$ cat config.mk
export PLATFORM = sky130hd
export DESIGN_NAME = multicycleCore
export DESIGN_NICKNAME = d
export VERILOG_FILES = /design/src/verilog/rv32Pkg.sv /design/src/verilog/coreCtrlPkg.sv /design/src/verilog/controlFsm.sv /design/src/verilog/programCounter.sv /design/src/verilog/registerFile.sv /design/src/verilog/execDatapath.sv /design/src/verilog/multicycleCore.sv
export SDC_FILE = /design/constraint.sdc
export NUM_CORES = 2
export LEC_CHECK = 0
export BUFFER_PORTS_ARGS = -buffer_cell sky130_fd_sc_hd__buf_2
export CAP_MARGIN = 20
export CORE_AREA = 2 2 437 439
export CTS_CLUSTER_SIZE = 14
export DETAILED_ROUTE_END_ITERATION = 6
export DIE_AREA = 0 0 439 441
export PLACE_DENSITY = 0.47
export SYNTH_ARGS = -nofsm -noshare
export SYNTH_HDL_FRONTEND = slang
export SYNTH_SLANG_ARGS = --single-unit
$ cat constraint.sdc
create_clock -name clk -period 9.5 [get_ports clk]
set_input_delay 0.475 -clock clk [delete_from_list [all_inputs] [get_ports clk]]
set_output_delay 0.475 -clock clk [all_outputs]
set_load 0.02 [all_outputs]
$ cat src/verilog/rv32Pkg.sv
// RV32I widths, opcode encodings and instruction word formats
// ALU operation and class codes
package rv32Pkg;

	localparam int xlen = 32;
	localparam int regAdrW = 5;
	localparam int regCount = 1 << regAdrW;

	// funct3 codes of the implemented subset
	localparam logic [2:0] f3AddSub = 3'b000;
	localparam logic [2:0] f3Slt = 3'b010;
	localparam logic [2:0] f3Xor = 3'b100;
	localparam logic [2:0] f3Or = 3'b110;
	localparam logic [2:0] f3And = 3'b111;
	localparam logic [2:0] f3Word = 3'b010;
	localparam logic [2:0] f3Beq = 3'b000;

	typedef enum logic [6:0] {
		rType = 7'b0110011,
		iTypeAlu = 7'b0010011,
		iTypeLoad = 7'b0000011,
		sType = 7'b0100011,
		bType = 7'b1100011,
		jType = 7'b1101111
	} opcode_t;

	typedef struct packed {
		logic [6:0] funct7;
		logic [regAdrW-1:0] rs2;
		logic [regAdrW-1:0] rs1;
		logic [2:0] funct3;
		logic [regAdrW-1:0] rd;
		opcode_t opcode;
	} rFmt_t;

	typedef struct packed {
		logic [11:0] imm;
		logic [regAdrW-1:0] rs1;
		logic [2:0] funct3;
		logic [regAdrW-1:0] rd;
		opcode_t opcode;
	} iFmt_t;

	typedef struct packed {
		logic [6:0] immHi;
		logic [regAdrW-1:0] rs2;
		logic [regAdrW-1:0] rs1;
		logic [2:0] funct3;
		logic [4:0] immLo;
		opcode_t opcode;
	} sFmt_t;

	// branch offset is scattered, bit 0 implied zero
	typedef struct packed {
		logic imm12;
		logic [5:0] imm10to5;
		logic [regAdrW-1:0] rs2;
		logic [regAdrW-1:0] rs1;
		logic [2:0] funct3;
		logic [3:0] imm4to1;
		logic imm11;
		opcode_t opcode;
	} bFmt_t;

	typedef struct packed {
		logic imm20;
		logic [9:0] imm10to1;
		logic imm11;
		logic [7:0] imm19to12;
		logic [regAdrW-1:0] rd;
		opcode_t opcode;
	} jFmt_t;

	// one instruction word, one view per format
	typedef union packed {
		rFmt_t rFmt;
		iFmt_t iFmt;
		sFmt_t sFmt;
		bFmt_t bFmt;
		jFmt_t jFmt;
	} instr_u;

	typedef enum logic [2:0] {
		aluAdd,
		aluSub,
		aluAnd,
		aluOr,
		aluXor,
		aluSlt
	} aluOp_t;

	// add for addresses and pc math, sub for beq, funct for ALU instructions
	typedef enum logic [1:0] {
		classAdd,
		classSub,
		classFunct
	} aluClass_t;

endpackage

$ cat src/verilog/coreCtrlPkg.sv
// FSM states, datapath selects, control struct and APB request struct
package coreCtrlPkg;

	import rv32Pkg::*;

	typedef enum logic [3:0] {
		fetchSetup,
		fetchAccess,
		decode,
		executeR,
		executeI,
		jump,
		memAdr,
		memSetup,
		memAccess,
		aluWb,
		memWb,
		branchEq,
		trap
	} state_t;

	typedef enum logic [1:0] {
		srcPc,
		srcOldPc,
		srcRs1
	} srcA_t;

	typedef enum logic [1:0] {
		srcRs2,
		srcImm,
		srcFour
	} srcB_t;

	typedef enum logic [1:0] {
		resAluOut,
		resData,
		resAlu
	} resultSrc_t;

	typedef enum logic {
		adrPc,
		adrResult
	} adrSrc_t;

	typedef struct packed {
		logic irWrite;
		logic regWrite;
		logic pcUpdate;
		logic pcJump;
		srcA_t srcA;
		srcB_t srcB;
		aluClass_t aluClass;
		resultSrc_t resultSrc;
		adrSrc_t adrSrc;
		logic dataWrite;
	} ctrl_t;

	// master side of the APB port
	typedef struct packed {
		logic psel;
		logic penable;
		logic pwrite;
		logic [xlen-1:0] paddr;
		logic [xlen-1:0] pwdata;
	} apbReq_t;

endpackage

$ cat src/verilog/controlFsm.sv
// Moore control FSM for instruction sequencing and APB transfer phases
`timescale 1ns/1ns

module controlFsm import rv32Pkg::*, coreCtrlPkg::*; (
	input logic clk,
	input logic reset,
	input opcode_t opcode,
	input logic [2:0] funct3,
	input logic zero,
	input logic pready,
	input logic pslverr,
	output ctrl_t ctrl,
	output logic psel,
	output logic penable,
	output logic pwrite,
	output logic trap,
	output state_t state
);

	state_t nextState;
	logic running;
	logic aluFunctOk;

	// funct3 values the ALU implements
	assign aluFunctOk = funct3 inside {f3AddSub, f3Slt, f3Xor, f3Or, f3And};

	// running holds off the first setup phase until reset has been released
	always_ff @(posedge clk) begin
		if (reset) begin
			state <= fetchSetup;
			running <= 1'b0;
		end else begin
			state <= nextState;
			running <= 1'b1;
		end
	end

	always_comb begin
		nextState = state;
		case (state)
			fetchSetup: begin
				if (running)
					nextState = fetchAccess;
			end
			fetchAccess: begin
				if (pready)
					nextState = pslverr ? coreCtrlPkg::trap : decode;
			end
			decode: begin
				case (opcode)
					rType: nextState = aluFunctOk ? executeR : coreCtrlPkg::trap;
					iTypeAlu: nextState = aluFunctOk ? executeI : coreCtrlPkg::trap;
					iTypeLoad: nextState = (funct3 == f3Word) ? memAdr : coreCtrlPkg::trap;
					sType: nextState = (funct3 == f3Word) ? memSetup : coreCtrlPkg::trap;
					bType: nextState = (funct3 == f3Beq) ? branchEq : coreCtrlPkg::trap;
					jType: nextState = jump;
					default: nextState = coreCtrlPkg::trap;
				endcase
			end
			executeR, executeI, jump: nextState = aluWb;
			memAdr, memSetup: nextState = memAccess;
			memAccess: begin
				if (pready) begin
					if (pslverr)
						nextState = coreCtrlPkg::trap;
					else if (opcode == iTypeLoad)
						nextState = memWb;
					else
						nextState = fetchSetup;
				end
			end
			aluWb, memWb, branchEq: nextState = fetchSetup;
			coreCtrlPkg::trap: nextState = coreCtrlPkg::trap;
			default: nextState = coreCtrlPkg::trap;
		endcase
	end

	always_comb begin
		ctrl = '0;
		psel = 1'b0;
		penable = 1'b0;
		pwrite = 1'b0;
		trap = 1'b0;
		case (state)
			fetchSetup: begin
				ctrl.adrSrc = adrPc;
				psel = running;
			end
			// pc and IR move only in the completion cycle
			fetchAccess: begin
				ctrl.adrSrc = adrPc;
				ctrl.irWrite = pready;
				ctrl.pcUpdate = pready;
				psel = 1'b1;
				penable = 1'b1;
			end
			// jump and branch target into ALU-out
			decode: begin
				ctrl.srcA = srcOldPc;
				ctrl.srcB = srcImm;
				ctrl.aluClass = classAdd;
			end
			executeR: begin
				ctrl.srcA = srcRs1;
				ctrl.srcB = srcRs2;
				ctrl.aluClass = classFunct;
			end
			executeI: begin
				ctrl.srcA = srcRs1;
				ctrl.srcB = srcImm;
				ctrl.aluClass = classFunct;
			end
			// load target from ALU-out, link computed alongside
			jump: begin
				ctrl.srcA = srcOldPc;
				ctrl.srcB = srcFour;
				ctrl.aluClass = classAdd;
				ctrl.resultSrc = resAluOut;
				ctrl.pcUpdate = 1'b1;
				ctrl.pcJump = 1'b1;
			end
			// setup phase, address straight from the ALU
			memAdr, memSetup: begin
				ctrl.srcA = srcRs1;
				ctrl.srcB = srcImm;
				ctrl.aluClass = classAdd;
				ctrl.resultSrc = resAlu;
				ctrl.adrSrc = adrResult;
				psel = 1'b1;
				pwrite = (state == memSetup);
			end
			// ALU keeps rs1 + imm so ALU-out holds the address
			memAccess: begin
				ctrl.srcA = srcRs1;
				ctrl.srcB = srcImm;
				ctrl.aluClass = classAdd;
				ctrl.resultSrc = resAluOut;
				ctrl.adrSrc = adrResult;
				ctrl.dataWrite = (opcode == iTypeLoad);
				psel = 1'b1;
				penable = 1'b1;
				pwrite = (opcode == sType);
			end
			aluWb: begin
				ctrl.resultSrc = resAluOut;
				ctrl.regWrite = 1'b1;
			end
			memWb: begin
				ctrl.resultSrc = resData;
				ctrl.regWrite = 1'b1;
			end
			// pc was already advanced in fetch, so only a taken branch updates it
			branchEq: begin
				ctrl.srcA = srcRs1;
				ctrl.srcB = srcRs2;
				ctrl.aluClass = classSub;
				ctrl.resultSrc = resAluOut;
				ctrl.pcUpdate = zero;
				ctrl.pcJump = zero;
			end
			coreCtrlPkg::trap: trap = 1'b1;
			default: trap = 1'b0;
		endcase
	end

	// access phase always preceded by a setup or access cycle of the same transfer
	apbAccessAfterSetup: assert property (@(posedge clk) disable iff (reset)
		penable |-> psel && $past(psel));

	stateLegal: assert property (@(posedge clk) disable iff (reset)
		state inside {[fetchSetup:coreCtrlPkg::trap]});

endmodule

$ cat src/verilog/programCounter.sv
// program counter and old-PC register
`timescale 1ns/1ns

module programCounter import rv32Pkg::*, coreCtrlPkg::*; (
	input logic clk,
	input logic reset,
	input ctrl_t ctrl,
	input logic [xlen-1:0] target,
	output logic [xlen-1:0] pc,
	output logic [xlen-1:0] oldPc
);

	always_ff @(posedge clk) begin
		if (reset) begin
			pc <= '0;
			oldPc <= '0;
		end else begin
			if (ctrl.pcUpdate)
				pc <= ctrl.pcJump ? target : pc + xlen'(4);
			// address of the instruction just fetched
			if (ctrl.irWrite)
				oldPc <= pc;
		end
	end

	// jump targets from the datapath keep word alignment
	pcAligned: assert property (@(posedge clk) disable iff (reset) pc[1:0] == 2'b00);

endmodule

$ cat src/verilog/registerFile.sv
// 32-entry register file, two read ports and one write port
`timescale 1ns/1ns

module registerFile import rv32Pkg::*; (
	input logic clk,
	input logic reset,
	input logic we,
	input logic [regAdrW-1:0] ra1,
	input logic [regAdrW-1:0] ra2,
	input logic [regAdrW-1:0] wa,
	input logic [xlen-1:0] wd,
	output logic [xlen-1:0] rd1,
	output logic [xlen-1:0] rd2
);

	logic [xlen-1:0] regs [regCount];

	always_ff @(posedge clk) begin
		if (reset) begin
			for (int i = 0; i < regCount; i++)
				regs[i] <= '0;
		end else if (we && wa != '0) begin
			regs[wa] <= wd;
		end
	end

	// x0 reads as zero
	assign rd1 = (ra1 == '0) ? '0 : regs[ra1];
	assign rd2 = (ra2 == '0) ? '0 : regs[ra2];

endmodule

$ cat src/verilog/execDatapath.sv
// datapath with instruction and data registers, immediates, ALU, ALU-out
// and the result and address muxes
`timescale 1ns/1ns

module execDatapath import rv32Pkg::*, coreCtrlPkg::*; (
	input logic clk,
	input logic reset,
	input ctrl_t ctrl,
	input logic [xlen-1:0] prdata,
	input logic pready,
	input logic [xlen-1:0] pc,
	input logic [xlen-1:0] oldPc,
	input logic [xlen-1:0] rd1,
	input logic [xlen-1:0] rd2,
	output instr_u instr,
	output logic [xlen-1:0] paddr,
	output logic [xlen-1:0] pwdata,
	output logic [xlen-1:0] result,
	output logic zero
);

	logic [xlen-1:0] dataReg;
	logic [xlen-1:0] aluOut;
	logic [xlen-1:0] immExt;
	logic [xlen-1:0] opA;
	logic [xlen-1:0] opB;
	logic [xlen-1:0] aluResult;
	aluOp_t aluOp;

	// instruction register, loaded when a fetch completes
	always_ff @(posedge clk) begin
		if (reset)
			instr <= '0;
		else if (ctrl.irWrite)
			instr <= prdata;
	end

	always_ff @(posedge clk) begin
		if (ctrl.dataWrite && pready)
			dataReg <= prdata;
		aluOut <= aluResult;
	end

	// immediate by format
	always_comb begin
		case (instr.rFmt.opcode)
			sType: immExt = {{20{instr.sFmt.immHi[6]}}, instr.sFmt.immHi, instr.sFmt.immLo};
			bType: immExt = {{19{instr.bFmt.imm12}}, instr.bFmt.imm12, instr.bFmt.imm11,
				instr.bFmt.imm10to5, instr.bFmt.imm4to1, 1'b0};
			jType: immExt = {{11{instr.jFmt.imm20}}, instr.jFmt.imm20, instr.jFmt.imm19to12,
				instr.jFmt.imm11, instr.jFmt.imm10to1, 1'b0};
			default: immExt = {{20{instr.iFmt.imm[11]}}, instr.iFmt.imm};
		endcase
	end

	// ALU decoder; funct7 only matters for R-type sub
	always_comb begin
		case (ctrl.aluClass)
			classAdd: aluOp = aluAdd;
			classSub: aluOp = aluSub;
			default: begin
				case (instr.rFmt.funct3)
					f3AddSub: begin
						if (instr.rFmt.opcode == rType && instr.rFmt.funct7[5])
							aluOp = aluSub;
						else
							aluOp = aluAdd;
					end
					f3Slt: aluOp = aluSlt;
					f3Xor: aluOp = aluXor;
					f3Or: aluOp = aluOr;
					f3And: aluOp = aluAnd;
					default: aluOp = aluAdd;
				endcase
			end
		endcase
	end

	always_comb begin
		case (ctrl.srcA)
			srcPc: opA = pc;
			srcOldPc: opA = oldPc;
			default: opA = rd1;
		endcase
		case (ctrl.srcB)
			srcRs2: opB = rd2;
			srcImm: opB = immExt;
			default: opB = xlen'(4);
		endcase
	end

	always_comb begin
		case (aluOp)
			aluSub: aluResult = opA - opB;
			aluAnd: aluResult = opA & opB;
			aluOr: aluResult = opA | opB;
			aluXor: aluResult = opA ^ opB;
			aluSlt: aluResult = {{(xlen - 1){1'b0}}, $signed(opA) < $signed(opB)};
			default: aluResult = opA + opB;
		endcase
	end

	assign zero = (aluResult == '0);

	always_comb begin
		case (ctrl.resultSrc)
			resData: result = dataReg;
			resAlu: result = aluResult;
			default: result = aluOut;
		endcase
	end

	assign paddr = (ctrl.adrSrc == adrPc) ? pc : result;
	// store data, rs2 read straight from the register file
	assign pwdata = rd2;

endmodule

$ cat src/verilog/multicycleCore.sv
// multicycle RV32I core top with FSM, program counter, register file and datapath
`timescale 1ns/1ns

module multicycleCore import rv32Pkg::*, coreCtrlPkg::*; (
	input logic clk,
	input logic reset,
	input logic [xlen-1:0] prdata,
	input logic pready,
	input logic pslverr,
	output apbReq_t apb,
	output logic trap
);

	ctrl_t ctrl;
	instr_u instr;
	logic zero;
	logic [xlen-1:0] pc;
	logic [xlen-1:0] oldPc;
	logic [xlen-1:0] rd1;
	logic [xlen-1:0] rd2;
	logic [xlen-1:0] result;

	// APB control phases from the FSM
	controlFsm u_controlFsm (
		.clk(clk),
		.reset(reset),
		.opcode(instr.rFmt.opcode),
		.funct3(instr.rFmt.funct3),
		.zero(zero),
		.pready(pready),
		.pslverr(pslverr),
		.ctrl(ctrl),
		.psel(apb.psel),
		.penable(apb.penable),
		.pwrite(apb.pwrite),
		.trap(trap),
		.state()
	);

	programCounter u_programCounter (
		.clk(clk),
		.reset(reset),
		.ctrl(ctrl),
		.target(result),
		.pc(pc),
		.oldPc(oldPc)
	);

	registerFile u_registerFile (
		.clk(clk),
		.reset(reset),
		.we(ctrl.regWrite),
		.ra1(instr.rFmt.rs1),
		.ra2(instr.rFmt.rs2),
		.wa(instr.rFmt.rd),
		.wd(result),
		.rd1(rd1),
		.rd2(rd2)
	);

	// address and write data of the APB port
	execDatapath u_execDatapath (
		.clk(clk),
		.reset(reset),
		.ctrl(ctrl),
		.prdata(prdata),
		.pready(pready),
		.pc(pc),
		.oldPc(oldPc),
		.rd1(rd1),
		.rd2(rd2),
		.instr(instr),
		.paddr(apb.paddr),
		.pwdata(apb.pwdata),
		.result(result),
		.zero(zero)
	);

endmodule

==> parameters.txt <==
Parameter                              Value

Logic synthesis
  XOR/XNOR Fraction of Synth Area ... less than 1%
  Portion of the post-synthesis area used by sequential elements ... between 50% and 60%
  Area share of the leading cell type in the synthesized netlist ... 48.3%
  Post-Synthesis Cells ... 5,072
  Simple-gate portion of the synthesized area ... 11.0%
  Most used flip-flop cell after synthesis ... edfxtp_1
  Combined area of all synthesized cells ... 65,600 um^2
  Compound-gate portion of the synthesized area ... 7.00%
  Number of different library cells in the post-synthesis netlist ... 97
  Area leader, netlist ... edfxtp_1
  Ranking of synthesized cells by area ... edfxtp_1 (48%), mux4_2 (22%), nor2_1 (6.7%), dfxtp_1 (4.4%), clkbuf_1 (2.3%)
  Fraction of synthesized area in multiplexers ... 23.3%
  Synthesized-area fraction occupied by adder cells ... a little under 2%
  EDFF count, synth ... around 1,100
  Largest family of logic cells by synthesized area ... multiplexers
  Async set-or-reset flop fraction in the synthesized netlist ... 0%
  Yosys warning total ... 0
  Post-synthesis sequential element count ... 1,199
  Post-synthesis average cell area ... 12.9 um^2

Cells and area
  Fraction of final layout cells with drive strength greater than 1 ... 24.7%
  Final core utilization ... between 30% and 40%
  Fill count ... 17,700
  Area growth from synthesis to layout ... 13.1%
  Layout Nets ... 5,188

Clock tree
  TritonCTS Sinks ... 1,199
  # Post-CTS Setup Buffers ... 0
  Clk_lat worst skew ... ~0.8 ns
  Clock-pin slew on the worst setup and hold paths ... 0.06 ns
  Clock Tree Buf Depth ... 3
  CTS root buf ... clkbuf_16
  Number of CTS-inserted buffers ... about 140
  Resize count post-CTS ... 0
  CTS tree ... built
  Depth of the CTS H-tree ... 4

Timing
  Max transition margin ... roughly 15%
  Final count of negative-setup-slack endpoints ... 0
  Final number of max-transition violations ... 0
  Post-route fraction of the period consumed by the critical path ... 94.5%
  Final Hold Slack ... 0.0702 ns
  Post-layout min period ... 8.98 ns
  Measured slew at the worst slew-check pin ... 1.27 ns
  RSZ-0062 raised after global routing ... false
  Worst-case setup margin in the final layout ... 0.518 ns
  Total Neg Setup Slack ... 0 ns
  Post-route clock skew ... 0.0394 ns
  Timing-limited maximum frequency ... roughly 110 MHz
  Final Hold Fails ... 0

Critical path
  Critical path endpoint category ... output port
  Arrival time worst endpoint ... 8.51 ns
  Worst-path maximum fanout ... 25
  Element type at the critical path start ... register
  Start-to-end type of the worst setup path ... reg -> out
  Worst EP required ... roughly 9.0 ns

Outcome
  Status ... completed

Floorplan
  Starting Density ... 34.7%
  Number of rows in the core area ... 160
  Horiz. Die Dim ... around 440 um
  Overall die area ... 194,000 um^2
  Height of the die ... around 440 um
  I/O pin total ... between 100 and 150
  Area of the core ... between 150,000 and 200,000 um^2

Route
  DR vias ... 46,500
  First drt pass iteration count ... 5
  Overall routed net length ... 259 mm
  Avg WL per Cell ... between 30 and 40 um
  DRC violation total after the first TritonRoute iteration ... 5,376
  Avg Vias per Cell ... about 6.1
  Post-route DRC ... 0
  Final ANT Viol Nets ... 0

Placed design
  Hpwl dp ... 158 mm
  Final GP Congestion ... 0.958
  Number of input and output port buffers inserted ... 103
  Setup WS pre-CTS ... 1.31 ns

GRT
  Number of antenna violations at the first check in global routing ... 8
  Total GRT Usage ... between 20% and 30%
  Number of global-route vias before repair ... 46,100
  Global-route wire length before repair ... approximately 360 mm
  Total gr overflow ... 0
  Largest net degree at the start of global routing ... 75

Power
  Worst voltage drop across the vdd grid ... between 0.15 and 0.2 mV
  Leakage power summed over all cells ... 0.0248 uW
  Cell Pwr Density ... 272 nW/um^2

Min path
  Hold Path Class ... in -> reg

Job
  Max-Cap Viols ... 0
cells by family after synthesis:
logic type,after synthesis
xor+xnor,38
compound gates,668
fa+ha+maj,101
buf+inv,599
simple gates,1737
mux,729
flops,1199
other cells,1
path summary, 6_finish.rpt:
| check | end | depth (start not counted) | slack, ns | startpoint |
|---|---|---|---|---|
| worst max register to register | u_programCounter.pc[25] | 20 | 1.09 | register |
| worst max-delay path | apb[63] | 21 | 0.52 | register |
| worst min-delay path | u_execDatapath.dataReg[23] | 1 | 0.07 | prdata[23] |
| worst min register to register | u_programCounter.oldPc[21] | 2 | 0.46 | u_programCounter.oldPc[21] |
stage by stage:
step                      total power [uW]  instances  area, um^2
after floorplan                      11600       5103       65800
after global placement               14800       7384       69500
after CTS                            20100       7670       74200
after global routing                 21000       7673       74200
after detailed placement             14800       7386       69500
final                                20200       7677       74200
where the power goes:
| part | total [uW] | leakage (uW) | switching (uW) | internal, uW |
|---|---|---|---|---|
| Clock | 5290 | 0.00210 | 2280 | 3010 |
| Combinational | 8650 | 0.0107 | 5820 | 2830 |
| Sequential | 6270 | 0.0120 | 278 | 6000 |
state kept, by name, summed over array words and instances (netlist names), named ones only:
name	cells
u_controlFsm.running	1
u_programCounter.oldPc	32
u_controlFsm.state	4
u_execDatapath.dataReg	32
u_registerFile.regs	1024
u_execDatapath.aluOut	32
u_execDatapath.instr	32
u_programCounter.pc	32
worst max-delay path, stage by stage (launching register included):
cell and delay, ns:
dfxtp_4 0.75, buf_12 0.32, buf_4 0.33, mux4_2 0.57, mux4_2 0.46, mux2i_1 0.34
nor2_1 0.10, a22oi_1 0.33, ha_1 0.44, nand3b_1 0.30, nor3_1 0.47, a221oi_2 0.16
a21o_1 0.25, o21ai_0 0.74, a21oi_1 0.17, o31a_1 0.33, mux2_2 0.26, o22ai_1 0.49
a22o_1 0.26, o21ai_2 0.07, o21ai_0 0.28, buf_2 0.23
cell usage after synthesis, drive strengths merged, types with 7 or more instances:
library cell / number
or3: 10
a211o: 8
nand4: 20
o221ai: 17
and3: 15
xor2: 23
nor2: 1169
buf: 94
o31ai: 21
and4: 9
a21o: 29
xnor2: 15
a22oi: 23
o211ai: 15
clkbuf: 398
nand2: 335
edfxtp: 1056
mux2i: 74
a31oi: 10
mux2: 15
o21a: 9
o21bai: 12
a221o: 32
nor3: 26
mux4: 640
o211a: 12
a22o: 15
o221a: 35
nand3: 30
o21ai: 181
a211oi: 18
nor4: 9
nor3b: 7
o22ai: 11
nand2b: 22
and2: 15
or2: 13
a21oi: 147
dfxtp: 143
inv: 106
a221oi: 7
ha: 99
nor2b: 25
routing by layer:
| layer | vias to the layer above | wire [um] | global-route usage [%] |
|---|---|---|---|
| met5 | - | 74 | 0 |
| met2 | 2179 | 124000 | 43.4 |
| met1 | 24700 | 105000 | 35.3 |
| li1 | 19200 | - | - |
| met4 | 4 | 9410 | 9.09 |
| met3 | 462 | 20600 | 4.85 |
what timing repair did:
item                                   4_1_cts  5_1_grt
hold buffers                                32        0
endpoints found under the hold margin       58        0
setup endpoints to repair                    0        0
cell usage in the layout (no fill, tap or decap), drive strengths merged, types with 32 or more instances in the layout:
master / instances
ha: 99
dfxtp: 143
o21ai: 181
inv: 112
nor2: 1169
o221a: 35
a21oi: 147
mux2i: 74
mux4: 640
buf: 267
clkinv: 52
nand2: 335
a221o: 32
conb: 32
dlygate4sd3: 32
clkbuf: 184
edfxtp: 1056
layout make-up:
cell class / count / area [um^2] / area share, %
sequential: 1199 / 34600 / 46.6
multi-input combinational: 3305 / 29400 / 39.6
clock buffer: 184 / 3770 / 5.09
tap: 2511 / 3140 / 4.23
timing repair buffer: 299 / 2360 / 3.18
clock inverter: 68 / 566 / 0.762
inverter: 107 / 402 / 0.541
antenna: 4 / 10.0 / 0.0135
(Power assumes the default switching activity.)
